## src/hw/mac_macros.svh

```systemverilog
`ifndef MAC_MACROS_SVH
`define MAC_MACROS_SVH

// Producer tag, one per ROB slot
`define MAC_TAG_W 4

// Operand and result word
`define MAC_DATA_W 16

// Unresolved older branches
`define MAC_BR_W 3

`endif

```

## src/hw/mac_pkg.sv

```systemverilog
`default_nettype none
`include "mac_macros.svh"

package mac_pkg;
	typedef struct packed {
		logic rdy; // data valid, else waiting on tag
		logic [`MAC_TAG_W-1:0] tag;
		logic [`MAC_DATA_W-1:0] data;
	} operand_t;

	typedef struct packed {
		logic valid;
		logic [`MAC_TAG_W-1:0] tag;
		logic [`MAC_DATA_W-1:0] data;
	} cdb_t;

	typedef struct packed {
		logic [`MAC_TAG_W-1:0] dst;
		operand_t a;
		operand_t b;
		operand_t c;
		logic [`MAC_BR_W-1:0] br;
	} issue_t;

	typedef struct packed {
		logic [`MAC_TAG_W-1:0] tag;
		logic [`MAC_DATA_W-1:0] value;
	} result_t;

	// Multiplier operands with the tag riding along
	typedef struct packed {
		logic [`MAC_TAG_W-1:0] dst;
		logic [`MAC_DATA_W-1:0] a;
		logic [`MAC_DATA_W-1:0] b;
	} prod_op_t;

	function automatic logic tag_match(cdb_t bus, logic [`MAC_TAG_W-1:0] tag);
		return bus.valid && (bus.tag == tag);
	endfunction
endpackage

`default_nettype wire

```

## src/hw/addend_station.sv

```systemverilog
`timescale 1ns/1ps
`default_nettype none
`include "mac_macros.svh"

module addend_station (
	input wire logic clk,
	input wire logic rst,
	input wire logic issue_valid,
	input wire mac_pkg::issue_t issue,
	input wire logic issue_ready,
	input wire mac_pkg::cdb_t cdb,
	input wire logic br_commit,
	input wire logic br_fail,
	input wire logic take,
	output logic busy,
	output logic go,
	output logic [`MAC_DATA_W-1:0] addend
);
	import mac_pkg::*;

	logic held;
	operand_t c_q;
	logic [`MAC_BR_W-1:0] br_q;

	operand_t c_upd;
	operand_t c_new;
	logic [`MAC_BR_W-1:0] br_upd;
	logic accept;
	logic flush_held;
	logic flush_new;

	assign accept = issue_valid && issue_ready;

	// Only an unconfirmed entry is killed by a misprediction
	assign flush_held = br_fail && held && (br_q != '0);
	assign flush_new = br_fail && (issue.br != '0);

	always_comb begin
		c_upd = c_q;
		if (!c_q.rdy && tag_match(cdb, c_q.tag)) begin
			c_upd.rdy = 1'b1;
			c_upd.data = cdb.data;
		end

		// Producer may broadcast in the same cycle we issue
		c_new = issue.c;
		if (!issue.c.rdy && tag_match(cdb, issue.c.tag)) begin
			c_new.rdy = 1'b1;
			c_new.data = cdb.data;
		end
	end

	assign br_upd = (br_q != '0 && br_commit) ? br_q - 1'b1 : br_q;

	always_ff @(posedge clk) begin
		if (rst) begin
			held <= 1'b0;
		end else if (accept) begin
			held <= !flush_new; // reload, possibly after take
		end else if (take || flush_held) begin
			held <= 1'b0;
		end
	end

	always_ff @(posedge clk) begin
		if (accept) begin
			c_q <= c_new;
			br_q <= issue.br;
		end else begin
			c_q <= c_upd;
			br_q <= br_upd;
		end
	end

	assign busy = held;
	assign go = held && (br_q == '0) && c_q.rdy;
	assign addend = c_q.data;
endmodule

`default_nettype wire

```

## src/hw/product_station.sv

```systemverilog
`timescale 1ns/1ps
`default_nettype none
`include "mac_macros.svh"

module product_station (
	input wire logic clk,
	input wire logic rst,
	input wire logic issue_valid,
	input wire mac_pkg::issue_t issue,
	input wire logic issue_ready,
	input wire mac_pkg::cdb_t cdb,
	input wire logic br_commit,
	input wire logic br_fail,
	input wire logic take,
	output logic busy,
	output logic go,
	output mac_pkg::prod_op_t prod_op
);
	import mac_pkg::*;

	logic held;
	logic [`MAC_TAG_W-1:0] dst_q;
	operand_t a_q;
	operand_t b_q;
	logic [`MAC_BR_W-1:0] br_q;

	operand_t a_upd;
	operand_t b_upd;
	operand_t a_new;
	operand_t b_new;
	logic [`MAC_BR_W-1:0] br_upd;
	logic accept;
	logic flush_held;
	logic flush_new;

	// Pick up a waiting operand off the CDB
	function automatic operand_t snoop(operand_t op, cdb_t bus);
		operand_t r;
		r = op;
		if (!op.rdy && tag_match(bus, op.tag)) begin
			r.rdy = 1'b1;
			r.data = bus.data;
		end
		return r;
	endfunction

	assign accept = issue_valid && issue_ready;
	assign flush_held = br_fail && held && (br_q != '0);
	assign flush_new = br_fail && (issue.br != '0);

	// a and b resolve independently
	assign a_upd = snoop(a_q, cdb);
	assign b_upd = snoop(b_q, cdb);
	assign a_new = snoop(issue.a, cdb);
	assign b_new = snoop(issue.b, cdb);

	assign br_upd = (br_q != '0 && br_commit) ? br_q - 1'b1 : br_q;

	always_ff @(posedge clk) begin
		if (rst) begin
			held <= 1'b0;
		end else if (accept) begin
			held <= !flush_new;
		end else if (take || flush_held) begin
			held <= 1'b0;
		end
	end

	always_ff @(posedge clk) begin
		if (accept) begin
			dst_q <= issue.dst;
			a_q <= a_new;
			b_q <= b_new;
			br_q <= issue.br;
		end else begin
			a_q <= a_upd;
			b_q <= b_upd;
			br_q <= br_upd;
		end
	end

	assign busy = held;
	assign go = held && (br_q == '0) && a_q.rdy && b_q.rdy;

	always_comb begin
		prod_op.dst = dst_q;
		prod_op.a = a_q.data;
		prod_op.b = b_q.data;
	end
endmodule

`default_nettype wire

```

## src/hw/mac_unit.sv

```systemverilog
`timescale 1ns/1ps
`default_nettype none
`include "mac_macros.svh"

module mac_unit (
	input wire logic clk,
	input wire logic rst,
	input wire logic add_busy,
	input wire logic add_go,
	input wire logic [`MAC_DATA_W-1:0] addend,
	input wire logic prod_busy,
	input wire logic prod_go,
	input wire mac_pkg::prod_op_t prod_op,
	output logic take,
	output logic issue_ready,
	output logic result_valid,
	output mac_pkg::result_t result,
	input wire logic result_ready
);
	import mac_pkg::*;

	// Stage one: product and addend
	logic s1_valid;
	logic [`MAC_TAG_W-1:0] s1_tag;
	logic [`MAC_DATA_W-1:0] s1_prod;
	logic [`MAC_DATA_W-1:0] s1_addend;

	// Stage two: finished sum
	logic s2_valid;
	result_t s2_res;

	logic [`MAC_DATA_W-1:0] prod_lo;
	logic s1_free;
	logic s2_free;

	assign prod_lo = prod_op.a * prod_op.b; // low half only

	assign s2_free = !s2_valid || result_ready;
	assign s1_free = !s1_valid || s2_free;

	// Both halves of the instruction must be ready together
	assign take = add_go && prod_go && s1_free;

	// A station slot opens when its entry leaves or is empty
	assign issue_ready = take || (!add_busy && !prod_busy);

	always_ff @(posedge clk) begin
		if (rst) begin
			s1_valid <= 1'b0;
		end else if (s1_free) begin
			s1_valid <= take;
		end
	end

	always_ff @(posedge clk) begin
		if (take) begin
			s1_tag <= prod_op.dst;
			s1_prod <= prod_lo;
			s1_addend <= addend;
		end
	end

	always_ff @(posedge clk) begin
		if (rst) begin
			s2_valid <= 1'b0;
		end else if (s2_free) begin
			s2_valid <= s1_valid;
		end
	end

	always_ff @(posedge clk) begin
		if (s2_free && s1_valid) begin
			s2_res.tag <= s1_tag;
			s2_res.value <= s1_prod + s1_addend; // wraps mod 2^16
		end
	end

	assign result_valid = s2_valid;
	assign result = s2_res;
endmodule

`default_nettype wire

```

## src/hw/mac_slice.sv

```systemverilog
`timescale 1ns/1ps
`default_nettype none
`include "mac_macros.svh"

module mac_slice (
	input wire logic clk,
	input wire logic rst,
	input wire logic issue_valid,
	input wire mac_pkg::issue_t issue,
	output logic issue_ready,
	input wire mac_pkg::cdb_t cdb,
	input wire logic br_commit,
	input wire logic br_fail,
	output logic result_valid,
	output mac_pkg::result_t result,
	input wire logic result_ready
);
	import mac_pkg::*;

	logic add_busy;
	logic add_go;
	logic [`MAC_DATA_W-1:0] addend;
	logic prod_busy;
	logic prod_go;
	prod_op_t prod_op;
	logic take;

	// Operand c
	addend_station u_addend (
		.clk(clk),
		.rst(rst),
		.issue_valid(issue_valid),
		.issue(issue),
		.issue_ready(issue_ready),
		.cdb(cdb),
		.br_commit(br_commit),
		.br_fail(br_fail),
		.take(take),
		.busy(add_busy),
		.go(add_go),
		.addend(addend)
	);

	// Operands a and b
	product_station u_product (
		.clk(clk),
		.rst(rst),
		.issue_valid(issue_valid),
		.issue(issue),
		.issue_ready(issue_ready),
		.cdb(cdb),
		.br_commit(br_commit),
		.br_fail(br_fail),
		.take(take),
		.busy(prod_busy),
		.go(prod_go),
		.prod_op(prod_op)
	);

	mac_unit u_mac (
		.clk(clk),
		.rst(rst),
		.add_busy(add_busy),
		.add_go(add_go),
		.addend(addend),
		.prod_busy(prod_busy),
		.prod_go(prod_go),
		.prod_op(prod_op),
		.take(take),
		.issue_ready(issue_ready),
		.result_valid(result_valid),
		.result(result),
		.result_ready(result_ready)
	);
endmodule

`default_nettype wire

```

## config.mk

```make
export PLATFORM = sky130hd
export DESIGN_NAME = mac_slice
export DESIGN_NICKNAME = d
export VERILOG_FILES = /design/src/hw/mac_pkg.sv /design/src/hw/addend_station.sv /design/src/hw/product_station.sv /design/src/hw/mac_unit.sv /design/src/hw/mac_slice.sv
export VERILOG_INCLUDE_DIRS = /design/src /design/src/hw
export SDC_FILE = /design/constraint.sdc
export NUM_CORES = 1
export LEC_CHECK = 0
export BUFFER_PORTS_ARGS = -buffer_cell sky130_fd_sc_hd__buf_2
export CAP_MARGIN = 40
export CORE_ASPECT_RATIO = 0.9
export CORE_MARGIN = 4
export CORE_UTILIZATION = 30
export CTS_CLUSTER_DIAMETER = 60
export DETAILED_ROUTE_END_ITERATION = 8
export HOLD_SLACK_MARGIN = 0.1
export SYNTH_ARGS = -nofsm -noshare
export SYNTH_HDL_FRONTEND = slang
export SYNTH_SLANG_ARGS = --single-unit
```

## constraint.sdc

```tcl
create_clock -name clk -period 5.3 [get_ports clk]
set_clock_uncertainty 0.15 [all_clocks]
set_input_delay 0.53 -clock clk [delete_from_list [all_inputs] [get_ports clk]]
set_output_delay 0.53 -clock clk [all_outputs]
set_load 0.02 [all_outputs]
```

# Yosys cells after proc, flatten, opt, wreduce, memory -nomap -nowiden
# Cells that the tools add are included.
[classes]
add_sub_neg = 3
n_mul = 1
n_eq_ne = 6
muxes = 23
reduce_logical = 57
[op_table]
columns = ["op", "count"]
rows = [
  ["16-bit two-way mux", 6],
  ["21-bit two-way mux", 3],
  ["1-bit logical AND", 29],
  ["4-bit equality test", 6],
  ["16-bit adder", 1],
  ["16-bit by 16-bit multiplier with 16-bit output", 1],
  ["2-bit nonzero test", 7],
  ["3-bit two-way mux", 4],
  ["1-bit zero test", 11],
  ["1-bit two-way mux", 10],
  ["3-bit nonzero test", 3],
  ["3-bit zero test", 2],
  ["3-bit by 1-bit subtractor with 3-bit output, second input constant", 2],
  ["1-bit logical OR", 5],
]
[totals]
ff_bits = 133
out_inout_bits = 22
elab_cells = 111

# Longest topological paths before layout
[depth]
ltp_word = 9
ltp_mapped = 20
depth_no_buf = 19

# By module
# From an unflattened synthesis, not the netlist that was laid out.
[unflattened]
cells_unflattened = 904
area_unflattened_um2 = 10372.4
[by_module_without_submodules]
columns = ["module", "n_inst", "cells_per_inst", "area_each_um2", "seq_area_each_um2"]
rows = [
  ["mac_unit", 1, 630, 6392.4, 1721.7],
  ["product_station", 1, 175, 2621.3, 1491.4],
  ["addend_station", 1, 99, 1358.8, 740.7],
]

# Worst setup path after synthesis
# No wires, ideal clock.
[synth_timing]
path_kind = "reg-to-reg"
start = "reg u_product.b_q, in the netlist u_product.prod_op[1]"
end = "reg u_mac.s1_prod[15], data pin"
setup_time_ns = 0.259
arrival_time_ns = 4.789
t_required_ns = 4.891
setup_slack_ns = 0.102
path_stages_with_launch = 18
path_buffers = 1
period_less_slack_ns = 5.198
path_cell_list = "edfxtp_1 clkbuf_1 nand2_1 fa_1 fa_1 inv_1 fa_1 fa_1 fa_1 inv_1 fa_1 inv_1 ha_1 o21a_1 o21ai_0 o21ai_0 a21oi_1 xnor2_1"
[synth_via]
elab_chain_cells = 1
[synth_lines]
columns = ["item", "line", "source"]
rows = [
  ["from (decl)", "product_station.sv:24", "operand_t b_q;"],
  ["from (signal assigned)", "product_station.sv:73", "b_q <= b_new;"],
  ["from (signal assigned)", "product_station.sv:77", "b_q <= b_upd;"],
  ["16-bit by 16-bit multiplier with 16-bit output", "mac_unit.sv:36", "assign prod_lo = prod_op.a * prod_op.b;"],
  ["net u_mac.prod_lo[15]", "mac_unit.sv:32", "logic [`MAC_DATA_W-1:0] prod_lo;"],
  ["to (signal assigned)", "mac_unit.sv:58", "s1_prod <= prod_lo;"],
  ["to (decl)", "mac_unit.sv:25", "logic [`MAC_DATA_W-1:0] s1_prod;"],
]
# The timed path passes the listed nets, and every way through them passes these cells.
# A chain may end at the register's enable or synchronous reset.

# Worst setup path in the final report
[layout_timing]
start = "reg u_product.b_q, in the netlist u_product.prod_op[4]"
end = "reg u_mac.s1_prod[15], data pin"
# Same word-level chain as after synthesis.

==> metrics.cfg <==
[run_status]
outcome = completed

[floorplanning]
die_height_um = 180.3
dieArea_um2 = 35980
die_x_um = 199.5
ios = 119
fp-row-count = 62
core_area_um2 = 32190
start_util_pct = 30.75

[placement]
post-place-ws_ns = -0.07557
place.gp.congestion = 0.8613
dp_hpwl_um = 17850
port_buffers = 118

[global_routing]
grt_pass1_wl_um = 34990
first_global_vias = 6638
grt_antenna_before_repair = 4
grt_usage_pct = 12.32
grt_overflow = 0
grt_max_degree = 24

[power]
power_uw = 7237
pwr-share-comb_pct = 62.3
switching_share_pct = 38.29
power_density_nw_per_um2 = 600.1
irDropWorstVdd_v = 0.0004638
internal_power_uw = 4466
seqPwrFrac_pct = 20.9
pwr-share-clk_pct = 16.8
p_leak_uw = 0.005242
power.switching_uw = 2771

[timing]
period_share_pct = 98.70
setup_tns_ns = 0
slew-limit-headroom_pct = 38.73
slew_violations = 0
setup_viol = 0
setup_ws_ns = 0.06884
rsz0062_at_grt = yes
hold_viol_final = 0
fin_hold_ws_ns = 0.1318
worstMarginPinSlew_ns = 0.9091
clock.fmax_mhz = 191.2
min_period_ns = 5.231

[routing]
wl_per_cell_um = 15.35
routed_wl_um = 21960
drtIter0Drc = 267
vias_per_cell = 4.410
vias = 6307
drc = 0
ant_nets = 0
first_pass_iters = 5

[setup_path]
critPathSlowestCell = fa_1
critPathBufInv = 4
setup.worst_path.end = u_mac.s1_prod[15]
critical_path_class = flop to flop
cp.required_ns = 5.31
cp.arrival_ns = 5.24
worstReg2RegEnd = u_mac.s1_prod[15]
cp.depth = 17
max_stage_delay_ns = 0.54
worstSetupStartpoint = u_product.prod_op[4]
r2r_cells = 17
reg2reg_from = u_product.prod_op[4]
cp_top_family = adder cells
endpoint_kind = flop
path_common_cell = fa_1
worst_setup_path_start_kind = flop
r2r_slack_ns = 0.07
worstPathCellList = and2_1 > fa_1 > inv_1 > fa_1 > inv_1 > fa_1 > fa_1 > fa_1 > inv_1 > fa_1 > inv_1 > ha_4 > o21a_1 > o21ai_2 > o21ai_0 > a21oi_1 > xnor2_1
crit_fanout = 7

[synth]
ys_top_cells_by_area = edfxtp_1, fa_1, ha_1
async_flop_share_pct = 0
synthesis.area_um2 = 9901
synth-edff-count = 129
syn_inst = 836
ys_seq_area_share_pct = 39.93
synth.distinct_cells = 45
syn-mean-instance-area_um2 = 11.84
yosysWarnings = 0
syn_nets = 1082
synth_top_cell_by_area = edfxtp_1
ys.flop_type = edfxtp_1
synth_commonest_cells = edfxtp_1, inv_1, nand2_1, fa_1, and2_1
synth_top_area_share_pct = 39.13
synth_seq_cells = 133

[cts]
cts_buffers = 17
cts_sinks = 133
clk_pin_slew_ns = 0.06
clockBufferDepth = 2
clk_latency_ns = 0.42
cts_tree = yes
cts_root_buf = clkbuf_16
htree_levels = 4

[layout]
diodes = 0
final_util_pct = 37.46
area_delta_synth_final_pct = 21.80
drive_gt1_share_pct = 26.13
nets = 1248

[flow_run]
drv_cap = 0

[worst_hold_path]
hold_class = primary input to flop

## layer usage
metal  global-route usage (%)  vias to the layer above  share of wire, %  wire length [µm]
met5                        0                        -                 0                 0
met4                    2.852                        0               1.1               243
met3                    2.673                       18               6.4              1403
met2                    18.76                      210                45              9786
met1                    18.02                     3003                48             10520
li1                         -                     3076                 -                 -
## kinds of logic (layout without fill, tap and decap cells)
family	Yosys count	count (layout)	share of synthesized area [%]
xor gates and xnor gates	80	80	7.077
adders and majority gates	149	149	24.97
and+or+nand+nor	204	204	10.49
muxes	49	49	6.584
AOI/OAI and AO/OA	69	69	4.676
DFF	133	133	39.93
buffers and inverters	152	330	6.268
## timing repair
item                       4_1_cts  5_1_grt
hold buffers                     0        0
setup endpoints to repair        1        5
buffers inserted                 1       20
pin swaps                        0       20
resized for setup                1       36
## power by group through the flow
stage               sequential [µW]  combinational, µW  clock, µW
floorplan                      1500               3040          0
global placement               1530               3830          0
detailed placement             1540               3960          0
CTS                            1510               4000       1240
global route                   1520               5130       1290
finish                         1510               4510       1220
## final cells by class
type,count,area (µm²)
clock buffer,18,429.2
clock inverter,13,182.7
fill,3107,20130
inverter,130,488.0
multi-input combinational,551,5484
sequential,133,3954
tap,416,520.5
timing repair buffer,169,1001
## worst min-delay path by stage
stage	startpoint	to	slack, ns	cells past startpoint
2_1_floorplan	u_mac.s1_tag[0]	u_mac.result[16]	0.25	0
3_3_place_gp	u_product.dst_q[2]	u_mac.s1_tag[2]	0.25	0
3_5_place_dp	u_mac.s1_tag[1]	u_mac.result[17]	0.25	0
4_1_cts	issue[68]	u_product.dst_q[2]	0.12	1
5_1_grt	issue[68]	u_product.dst_q[2]	0.12	1
6_report	issue[68]	u_product.dst_q[2]	0.13	1
## cells in the final DEF, fill, tap and decap left out, drive strengths merged, types with 2 or more instances in the layout
cell type  instances
a21o               6
a21oi             26
a31oi              2
and2              69
buf              169
bufinv             4
clkbuf            18
clkinv             5
clkinvlp           3
dfxtp              4
edfxtp           129
fa                81
ha                68
inv              131
mux2              48
nand2             89
nand2b             7
nand3              4
nand3b             4
nor2              10
nor2b              7
nor3               2
nor4               4
o21a               6
o21ai             16
o21bai             2
o311ai             2
o41ai              4
or2                3
or3                3
xnor2             47
xor2              33
## stage by stage
stage	cell area, µm²	cells
after floorplan	9901	836
after global routing	12060	1430
after CTS	11770	1410
after global placement	11130	1377
final	12060	1430
after detailed placement	11150	1378
## registers in the layout, summed over array words and instances (netlist names), 3 cells and up
signal and count:
u_addend.addend 16, u_mac.s1_addend 16, u_mac.s1_prod 16, u_addend.c_q 5, u_addend.br_q 3, u_mac.s1_tag 4, u_product.dst_q 4, u_product.b_q 5
u_product.a_q 5, u_product.prod_op 32, u_mac.result 20, u_product.br_q 3
Power figures use the tool's default switching activity.
